===== config.mk =====
export PLATFORM = sky130hd
export DESIGN_NAME = csum_top
export DESIGN_NICKNAME = d
export VERILOG_FILES = /design/src/hdl/arith_pkg.sv /design/src/hdl/csum_pkg.sv /design/src/hdl/add_mod_2nm1.sv /design/src/hdl/csum_apb_regs.sv /design/src/hdl/csum_top.sv /design/src/hdl/fletcher_datapath.sv /design/src/hdl/prefix_and_or.sv
export SDC_FILE = /design/constraint.sdc
export NUM_CORES = 1
export LEC_CHECK = 0
export ABC_AREA = 1
export BUFFER_PORTS_ARGS = -buffer_cell sky130_fd_sc_hd__buf_2
export CAP_MARGIN = 20
export CORE_ASPECT_RATIO = 0.5
export CORE_UTILIZATION = 35
export CTS_BUF_LIST = sky130_fd_sc_hd__clkbuf_2 sky130_fd_sc_hd__clkbuf_4 sky130_fd_sc_hd__clkbuf_8
export CTS_CLUSTER_DIAMETER = 30
export DETAILED_ROUTE_END_ITERATION = 16
export GPL_TIMING_DRIVEN = 0
export PLACE_DENSITY = 0.58
export REMOVE_ABC_BUFFERS = 1
export SLEW_MARGIN = 15
export SYNTH_ARGS = -nofsm -noshare
export SYNTH_HDL_FRONTEND = slang
export SYNTH_SLANG_ARGS = --single-unit

===== constraint.sdc =====
create_clock -name clk -period 5.34 [get_ports clk]
set_input_delay 0.534 -clock clk [delete_from_list [all_inputs] [get_ports clk]]
set_output_delay 0.534 -clock clk [all_outputs]
set_load 0.01 [all_outputs]

===== src/hdl/arith_pkg.sv =====
// arithmetic types and widths shared by the modular adder and its prefix carry tree
package arith_pkg;

	// prefix tree flavour, trades depth against cell count
	typedef enum logic [1:0] {
		SLOW   = 2'b00, // serial ripple chain
		MEDIUM = 2'b01, // brent-kung
		FAST   = 2'b10  // sklansky
	} speed_e;

	// adder word and fletcher sum width
	localparam int sum_width = 8;

	// log2 levels of the tree forms
	localparam int sum_depth = $clog2(sum_width);

endpackage


===== src/hdl/csum_pkg.sv =====
// register map, control opcodes and register-block states of the apb checksum engine
package csum_pkg;

	// apb register offsets, byte addresses in a 4 bit window
	localparam logic [3:0] addr_ctrl   = 4'h0; // bit 0 issues a clear
	localparam logic [3:0] addr_data   = 4'h4; // strobed bytes, lane 0 first
	localparam logic [3:0] addr_result = 4'h8; // ro, {sum_b, sum_a}
	localparam logic [3:0] addr_count  = 4'hC; // ro, byte count in 15:0

	// running byte counter width, wraps silently
	localparam int count_width = 16;

	// control word opcode, taken from bit 0
	typedef enum logic {
		CMD_NOP   = 1'b0,
		CMD_CLEAR = 1'b1
	} cmd_e;

	// register block fsm
	typedef enum logic {
		REG_IDLE = 1'b0, // waiting for an access
		REG_FEED = 1'b1  // pushing latched lanes into the datapath
	} reg_state_e;

endpackage


===== src/hdl/add_mod_2nm1.sv =====
// combinational adder modulo 2^n-1 with end-around carry, zero is always all zeros
`timescale 1ns/1ps

module add_mod_2nm1 import arith_pkg::*; #(
	parameter speed_e speed = FAST // prefix tree form
) (
	input  logic [sum_width-1:0] a,   // operands, 0xff treated as zero
	input  logic [sum_width-1:0] b,
	output logic [sum_width-1:0] sum  // never all ones
);

	logic [sum_width-1:0] gen_bit;   // a & b
	logic [sum_width-1:0] prop_bit;  // a | b
	logic [sum_width-1:0] half_sum;  // a ^ b
	logic [sum_width-1:0] grp_gen;   // prefix results
	logic [sum_width-1:0] grp_prop;
	logic                 carry_end; // wrapped carry into bit 0
	logic [sum_width-2:0] carry;     // carry into bits 1..n-1

	assign gen_bit  = a & b;
	assign prop_bit = a | b;
	assign half_sum = ~gen_bit & prop_bit;

	prefix_and_or #(
		.speed(speed)
	) i_prefix (
		.gen_in  (gen_bit),
		.prop_in (prop_bit),
		.gen_out (grp_gen),
		.prop_out(grp_prop)
	);

	// real carry out, or a full propagate chain which would land on all ones
	assign carry_end = grp_gen[sum_width-1] | grp_prop[sum_width-1];

	// extra prefix level folds the end-around carry back in
	assign carry = grp_gen[sum_width-2:0]
		| (grp_prop[sum_width-2:0] & {(sum_width - 1){carry_end}});

	assign sum = half_sum ^ {carry, carry_end};

endmodule


===== src/hdl/csum_apb_regs.sv =====
// apb4 slave for the checksum engine, decodes registers and feeds strobed bytes with wait states
`timescale 1ns/1ps

module csum_apb_regs import csum_pkg::*; (
	input  logic                   clk,
	input  logic                   arst_n,
	input  logic                   psel,
	input  logic                   penable,
	input  logic                   pwrite,
	input  logic [3:0]             paddr,
	input  logic [31:0]            pwdata,
	input  logic [3:0]             pstrb,
	output logic [31:0]            prdata,
	output logic                   pready,
	output logic                   pslverr,
	output logic                   clear,      // pulse to the datapath
	output logic                   byte_valid,
	output logic [7:0]             byte_data,
	input  logic [7:0]             sum_a,
	input  logic [7:0]             sum_b,
	input  logic [count_width-1:0] byte_count
);

	reg_state_e state_q, state_d;
	logic [31:0] word_q;        // latched data word
	logic [3:0]  strb_q;        // lanes still to send
	logic [3:0]  strb_d;
	logic        access;        // apb access phase
	logic        idle_access;   // new transfer, decode applies
	logic        data_wr;       // data write seen in its first access cycle
	logic        bad;           // decode error
	logic [3:0]  cur_strb;      // lanes pending this cycle
	logic [31:0] cur_word;
	logic [3:0]  rest_strb;     // cur_strb with lowest lane dropped
	logic [1:0]  lane;          // lowest pending lane
	cmd_e        cmd;

	assign access      = psel & penable;
	assign idle_access = access & (state_q == REG_IDLE);
	assign data_wr     = idle_access & pwrite & (paddr == addr_data);
	assign cmd         = cmd_e'(pwdata[0]);

	// first byte comes straight off the bus, later ones from the latch
	assign cur_strb  = (state_q == REG_IDLE) ? pstrb : strb_q;
	assign cur_word  = (state_q == REG_IDLE) ? pwdata : word_q;
	assign rest_strb = cur_strb & (cur_strb - 4'd1);

	// priority pick, lane 0 first
	always_comb begin
		lane = 2'd0;
		if (cur_strb[0])
			lane = 2'd0;
		else if (cur_strb[1])
			lane = 2'd1;
		else if (cur_strb[2])
			lane = 2'd2;
		else if (cur_strb[3])
			lane = 2'd3;
	end

	assign byte_data  = cur_word[lane*8 +: 8];
	assign byte_valid = ((state_q == REG_FEED) ? access : data_wr) & (|cur_strb);

	// decode errors, checked only when a transfer starts
	always_comb begin
		case (paddr)
			addr_ctrl:               bad = pwrite && (pwdata[31:1] != '0); // reserved bits
			addr_data:               bad = 1'b0;
			addr_result, addr_count: bad = pwrite;                         // read only
			default:                 bad = 1'b1;                           // unmapped
		endcase
	end

	assign clear = idle_access & pwrite & (paddr == addr_ctrl) & ~bad & (cmd == CMD_CLEAR);

	always_comb begin
		state_d = state_q;
		strb_d  = strb_q;
		pready  = 1'b0;
		pslverr = 1'b0;
		case (state_q)
			REG_IDLE: begin
				if (data_wr && (|pstrb)) begin
					state_d = REG_FEED; // wait states until every lane is out
					strb_d  = rest_strb;
				end else if (idle_access) begin
					pready  = 1'b1;     // everything else is zero wait
					pslverr = bad;
				end
			end
			REG_FEED: begin
				if (strb_q == '0) begin
					pready  = access;
					state_d = REG_IDLE;
				end else begin
					strb_d = rest_strb; // one lane per cycle
				end
			end
			default: state_d = REG_IDLE;
		endcase
	end

	always_ff @(posedge clk or negedge arst_n) begin
		if (!arst_n) begin
			state_q <= REG_IDLE;
			strb_q  <= '0;
		end else begin
			state_q <= state_d;
			strb_q  <= strb_d;
		end
	end

	always_ff @(posedge clk) begin
		if (data_wr)
			word_q <= pwdata; // payload only
	end

	// read mux, zero extended
	always_comb begin
		prdata = '0;
		if (access && !pwrite) begin
			case (paddr)
				addr_result: prdata = 32'({sum_b, sum_a});
				addr_count:  prdata = 32'(byte_count);
				default:     prdata = '0;
			endcase
		end
	end

	a_err_ready: assert property (@(posedge clk) disable iff (!arst_n)
		pslverr |-> pready)
		else $error("pslverr without pready");

	a_feed_in_access: assert property (@(posedge clk) disable iff (!arst_n)
		byte_valid |-> (psel && penable))
		else $error("byte sent outside an apb access");

endmodule


===== src/hdl/csum_top.sv =====
// top level of the apb fletcher-16 engine, register block driving the sum datapath
`timescale 1ns/1ps

module csum_top import arith_pkg::*; import csum_pkg::*; (
	input  logic        clk,
	input  logic        arst_n,
	input  logic        psel,
	input  logic        penable,
	input  logic        pwrite,
	input  logic [3:0]  paddr,
	input  logic [31:0] pwdata,
	input  logic [3:0]  pstrb,
	output logic [31:0] prdata,
	output logic        pready,
	output logic        pslverr
);

	logic                   clear;      // regs -> datapath
	logic                   byte_valid;
	logic [sum_width-1:0]   byte_data;
	logic [sum_width-1:0]   sum_a;      // datapath -> regs
	logic [sum_width-1:0]   sum_b;
	logic [count_width-1:0] byte_count;

	csum_apb_regs i_regs (
		.clk       (clk),
		.arst_n    (arst_n),
		.psel      (psel),
		.penable   (penable),
		.pwrite    (pwrite),
		.paddr     (paddr),
		.pwdata    (pwdata),
		.pstrb     (pstrb),
		.prdata    (prdata),
		.pready    (pready),
		.pslverr   (pslverr),
		.clear     (clear),
		.byte_valid(byte_valid),
		.byte_data (byte_data),
		.sum_a     (sum_a),
		.sum_b     (sum_b),
		.byte_count(byte_count)
	);

	fletcher_datapath i_datapath (
		.clk       (clk),
		.arst_n    (arst_n),
		.clear     (clear),
		.byte_valid(byte_valid),
		.byte_data (byte_data),
		.sum_a     (sum_a),
		.sum_b     (sum_b),
		.byte_count(byte_count)
	);

endmodule


===== src/hdl/fletcher_datapath.sv =====
// fletcher-16 running sums and byte counter, one byte per cycle from the register block
`timescale 1ns/1ps

module fletcher_datapath import arith_pkg::*; import csum_pkg::*; (
	input  logic                   clk,
	input  logic                   arst_n,
	input  logic                   clear,      // one cycle, wins over a byte
	input  logic                   byte_valid,
	input  logic [sum_width-1:0]   byte_data,
	output logic [sum_width-1:0]   sum_a,      // sum of bytes mod 255
	output logic [sum_width-1:0]   sum_b,      // sum of sum_a mod 255
	output logic [count_width-1:0] byte_count  // wraps at 2^16
);

	logic [sum_width-1:0] next_a; // sum_a + byte
	logic [sum_width-1:0] next_b; // sum_b + next_a

	// short path for the byte add
	add_mod_2nm1 #(
		.speed(FAST)
	) i_add_a (
		.a  (sum_a),
		.b  (byte_data),
		.sum(next_a)
	);

	// chained behind i_add_a, cheaper tree
	add_mod_2nm1 #(
		.speed(MEDIUM)
	) i_add_b (
		.a  (sum_b),
		.b  (next_a),
		.sum(next_b)
	);

	always_ff @(posedge clk or negedge arst_n) begin
		if (!arst_n) begin
			sum_a      <= '0;
			sum_b      <= '0;
			byte_count <= '0;
		end else if (clear) begin
			sum_a      <= '0;
			sum_b      <= '0;
			byte_count <= '0;
		end else if (byte_valid) begin
			sum_a      <= next_a;
			sum_b      <= next_b;
			byte_count <= byte_count + 1'b1; // free running wrap
		end
	end

	// single zero representation across both adders
	a_no_ones: assert property (@(posedge clk) disable iff (!arst_n)
		(sum_a != '1) && (sum_b != '1))
		else $error("fletcher sum reached 0xff");

	a_clear_zero: assert property (@(posedge clk) disable iff (!arst_n)
		clear |=> (sum_a == '0) && (sum_b == '0) && (byte_count == '0))
		else $error("clear did not zero the datapath");

endmodule


===== src/hdl/prefix_and_or.sv =====
// group generate/propagate prefix tree from bit 0 to every position, speed picks the topology
`timescale 1ns/1ps

module prefix_and_or import arith_pkg::*; #(
	parameter speed_e speed = FAST // tree form
) (
	input  logic [sum_width-1:0] gen_in,   // bitwise generate
	input  logic [sum_width-1:0] prop_in,  // bitwise propagate
	output logic [sum_width-1:0] gen_out,  // group generate 0..i
	output logic [sum_width-1:0] prop_out  // group propagate 0..i
);

	// both tree forms assume full binary levels
	if (speed != SLOW) begin : g_width_check
		initial begin
			assert (sum_width == (1 << sum_depth))
				else $error("prefix tree width %0d is not a power of two", sum_width);
		end
	end

	if (speed == FAST) begin : g_sklansky
		logic [sum_width-1:0] g_t [sum_depth+1]; // one row per level
		logic [sum_width-1:0] p_t [sum_depth+1];

		assign g_t[0] = gen_in;
		assign p_t[0] = prop_in;

		for (genvar l = 1; l <= sum_depth; l++) begin : g_lvl
			for (genvar i = 0; i < sum_width; i++) begin : g_bit
				// upper half of each 2^l block pulls from the top of the lower half
				if (((i >> (l - 1)) % 2) == 1) begin : g_black
					assign g_t[l][i] = g_t[l-1][i]
						| (p_t[l-1][i] & g_t[l-1][((i >> (l - 1)) << (l - 1)) - 1]);
					assign p_t[l][i] = p_t[l-1][i]
						& p_t[l-1][((i >> (l - 1)) << (l - 1)) - 1];
				end else begin : g_white
					assign g_t[l][i] = g_t[l-1][i]; // pass through
					assign p_t[l][i] = p_t[l-1][i];
				end
			end
		end

		assign gen_out  = g_t[sum_depth];
		assign prop_out = p_t[sum_depth];
	end else if (speed == MEDIUM) begin : g_brent_kung
		// up-sweep rows 1..depth, down-sweep rows depth+1..2*depth-1
		logic [sum_width-1:0] g_t [2*sum_depth];
		logic [sum_width-1:0] p_t [2*sum_depth];

		assign g_t[0] = gen_in;
		assign p_t[0] = prop_in;

		for (genvar l = 1; l <= sum_depth; l++) begin : g_up
			for (genvar i = 0; i < sum_width; i++) begin : g_bit
				if (((i + 1) % (2 ** l)) == 0) begin : g_black
					// block top merges with the top of its left neighbour
					assign g_t[l][i] = g_t[l-1][i]
						| (p_t[l-1][i] & g_t[l-1][i - 2 ** (l - 1)]);
					assign p_t[l][i] = p_t[l-1][i] & p_t[l-1][i - 2 ** (l - 1)];
				end else begin : g_white
					assign g_t[l][i] = g_t[l-1][i];
					assign p_t[l][i] = p_t[l-1][i];
				end
			end
		end

		for (genvar l = sum_depth + 1; l < 2 * sum_depth; l++) begin : g_down
			for (genvar i = 0; i < sum_width; i++) begin : g_bit
				// fill in the mid points, span halves each row
				if ((i >= 2 ** (2 * sum_depth - l))
					&& (((i + 1) % (2 ** (2 * sum_depth - l)))
						== 2 ** (2 * sum_depth - l - 1))) begin : g_black
					assign g_t[l][i] = g_t[l-1][i]
						| (p_t[l-1][i] & g_t[l-1][i - 2 ** (2 * sum_depth - l - 1)]);
					assign p_t[l][i] = p_t[l-1][i]
						& p_t[l-1][i - 2 ** (2 * sum_depth - l - 1)];
				end else begin : g_white
					assign g_t[l][i] = g_t[l-1][i];
					assign p_t[l][i] = p_t[l-1][i];
				end
			end
		end

		assign gen_out  = g_t[2*sum_depth-1];
		assign prop_out = p_t[2*sum_depth-1];
	end else begin : g_serial
		logic [sum_width-1:0] g_s; // ripple chain
		logic [sum_width-1:0] p_s;

		assign g_s[0] = gen_in[0];
		assign p_s[0] = prop_in[0];

		for (genvar i = 1; i < sum_width; i++) begin : g_bit
			assign g_s[i] = gen_in[i] | (prop_in[i] & g_s[i-1]);
			assign p_s[i] = prop_in[i] & p_s[i-1];
		end

		assign gen_out  = g_s;
		assign prop_out = p_s;
	end

endmodule


==> summary.md <==
| Metric | Value |
|---|---|
| Outcome | completed |
| Yosys reg bits | 68 |
| Final setup vio count | 0 |
| Yosys top cell area share | 0.1845 |
| Ys Warns | 0 |
| Ys flop type | dfrtp_1 |
| CP peak stage delay | 530 ps |
| Nets | 880 |
| Routed wire length per instance | 13.88 um |
| Pwr dens | 365.7 nW/um^2 |
| Seq/Total Area, Yosys | 0.3574 |
| Arr. time, crit path | 5350 ps |
| Pre-antenna DRT Iters | 8 |
| Pins Over Slew Limit | 0 |
| First-pass GRT wire length | 22240 um |
| Antenna Diode Count | 0 |
| Vias post-DR | 4669 |
| DRC | 0 |
| Initial Util | 0.3591 |
| Core area | 14510 um^2 |
| Initial DRC count | 227 |
| WHS | 302.4 ps |
| FMAX | 198.1 MHz |
| Num CTS Buffers | 9 |
| H-tree levels | 3 |
| CP Depth | 32 |
| Post-Syn Instances | 732 |
| Ports | 79 |
| Worst setup SP type | flop |
| Avg Cell Area, Syn | 7.116 um^2 |
| CTS tree | built |
| Top cell type by total area after synthesis | edfxtp_1 |
| Logic pwr share | 0.497 |
| Vias in the first global route | 4388 |
| Total Routing Usage GR | 0.1876 |
| PortBufs | 62 |
| Hold buffers post-CTS | 0 |
| Worst Setup End Kind | flop |
| EDFF count, synth | 32 |
| Pleak | 3.041 nW |
| CTS clk-pin slew, worst paths | 80 ps |
| Worst VDD drop | 155.7 uV |
| Seq pwr share | 0.301 |
| Most numerous cell in the Yosys netlist | nand2_1 |
| WL final | 13920 um |
| Final min period | 5049 ps |
| Max Cap Viol | 0 |
| Final Wtd Congestion | 0.8710 |
| Most area-consuming cells after synthesis | edfxtp_1, dfrtp_1, nand2_1 |
| Total Power | 0.002200 W |
| CP max FO | 6 |
| Chip width | 174.5 um |
| CP Class | reg -> reg |
| Final Hold Fails | 0 |
| Die Ht | 88.26 um |
| Latest clock arrival within the worst-skew pair | 370 ps |
| Via density | 4.655 |
| Post-synth top cells | nand2_1, nor2_1, inv_1 |
| Rows | 31 |
| Async SR Flop Fraction | 0.5294 |
| Max-Slew Margin vs Limit | 0.3770 |
| Initial antenna violation count | 0 |
| Synth unique cells | 43 |
| Hold crit path type | in -> async |
| Worst Path Buf+Inv | 6 |
| Clk pwr share | 0.203 |
| Die area | 15400 um^2 |
| Sw Pwr | 0.0009561 W |
| Delay-heaviest family, CP | simple AND/OR/NAND/NOR gates |
| Fin crit share | 0.9454 |
| Sw frac | 0.4345 |
| Clock Path Buffers | 2 |
| Crit-path most repeated cell | nand2_1 |
| CTS root buffer | clkbuf_8 |
| Clock Skews | 14.72 ps |
| Area delta synth->final | 15.52% |
| Residual antenna-violating net count after detailed routing | 0 |
| Global route overflow | 0 |
| Syn Std Cell Area | 5209 um^2 |
| Worst r2r path cells | 32 |
| Clock sink count | 68 |
| Measured slew at the worst slew-check pin | 932.3 ps |
| Internal | 0.001244 W |
| DP HPWL | 9204 um |
| Worst Path Required | 5650 ps |
| Largest net degree at the start of global routing | 37 |
| FILL cells | 1524 |
| Slowest CP cell | dfrtp_4 |
| Share of cells above drive strength 1 | 0.1677 |
[per-layer routing]
| metal | global-route usage | vias up | wire, um |
|---|---|---|---|
| met2 | 0.3242 | 78 | 6385 |
| li1 | - | 2399 | - |
| met3 | 0.03436 | 10 | 431 |
| met1 | 0.2451 | 2182 | 6987 |
| met5 | 0 | - | 0 |
| met4 | 0.05138 | 0 | 112 |
[power by group through the flow]
stage | registers, W | logic, W | clock network [W]
after floorplan | 0.000659 | 0.000774 | 0
after global placement | 0.000671 | 0.000987 | 0
after detailed placement | 0.000673 | 0.00101 | 0
after CTS | 0.000662 | 0.00104 | 0.000455
after global routing | 0.000670 | 0.00126 | 0.000476
final | 0.000662 | 0.00109 | 0.000446
[cell families (layout without fill, tap and decap cells)]
family                     count (synthesis)  in the layout  share of synthesized area
AOI/OAI and AO/OA                         67             67                    0.07663
DFF                                       68             68                     0.3574
buffers and inverters                    152            208                     0.1319
other                                      1             16                  0.0007199
and+or+nand+nor                          398            400                     0.3279
adders and majority gates                 35             35                    0.08696
xor gates and xnor gates                  11             11                    0.01850
[per-stage QoR]
step                area [um^2]  setup TNS, ps  worst slack (ps)  std cells  utilization
finish                     6017              0             291.4       1003       0.4148
global placement           5574          -8721             -1478        971       0.3843
detailed placement         5575          -4904            -979.1        971       0.3843
CTS                        5886              0             20.94        993       0.4057
floorplan                  5016              0             45.01        711            -
global route               6017         -12.95            -12.95       1003       0.4148
[repair_timing]
item,CTS,global route
setup endpoints to repair,8,2
gates cloned,2,1
setup buffers,4,9
resized for setup,14,14
pin swaps,1,5
[final cells by class]
cell class / count / area (um^2) / area share
Clock buffer: 9 / 123.9 / 0.02059
Clock inverter: 7 / 76.32 / 0.01268
Inverter: 116 / 454.2 / 0.07548
Multi-Input combinational cell: 529 / 2809 / 0.4668
Sequential cell: 68 / 1866 / 0.3100
Tap cell: 198 / 247.7 / 0.04117
Timing Repair Buffer: 75 / 431.7 / 0.07174
Timing Repair inverter: 1 / 8.758 / 0.001456
[final timing paths]
kind / startpoint / to / slack (ps)
setup / recovery: i_regs.state_q / i_datapath.sum_b[0] / 290
hold / removal: arst_n / i_datapath.sum_a[6] / 300
setup reg to reg: i_regs.state_q / i_datapath.sum_b[0] / 290
hold reg to reg: i_datapath.byte_count[13] / i_datapath.byte_count[13] / 520
max in group asynchronous: arst_n / i_regs.state_q / 4360
min in group clk: pwdata[31] / i_regs.word_q[31] / 350
[worst register-to-register path: cells and delay by family (launching register included)]
kind	cells	cell delay [ps]
AO/OA/AOI/OAI	4	470
XOR/XNOR	1	220
adder cells (fa/ha/maj)	4	1340
buffers and inverters	6	630
flip-flops	1	530
AND/OR/NAND/NOR	17	1780
[state kept, by name, summed over array words and instances, names as in the netlist]
name                   count
i_datapath.sum_b           8
i_regs.word_q             32
i_datapath.sum_a           8
i_regs.state_q             1
i_datapath.byte_count     16
i_regs.strb_q              3
[placed cells by master (no fill, tap or decap), types with 3 or more instances in the layout]
cell type   count
o21ai_1         4
edfxtp_1       32
xor2_1          9
nand3b_1        9
o211ai_1        6
nand3_2         3
buf_4           9
nand2_1       149
o22ai_1        16
o21ai_0        22
nand3_1        51
conb_1         16
nor3_1          9
nand2_2         6
nor2_2          8
or2_2           3
ha_1           33
inv_2           5
inv_1         108
clkinvlp_4      3
dfrtp_1        35
clkbuf_8        9
nand2_4         4
nor2_1        148
a21oi_1        11
buf_2          62
Power figures use the tool's default switching activity.
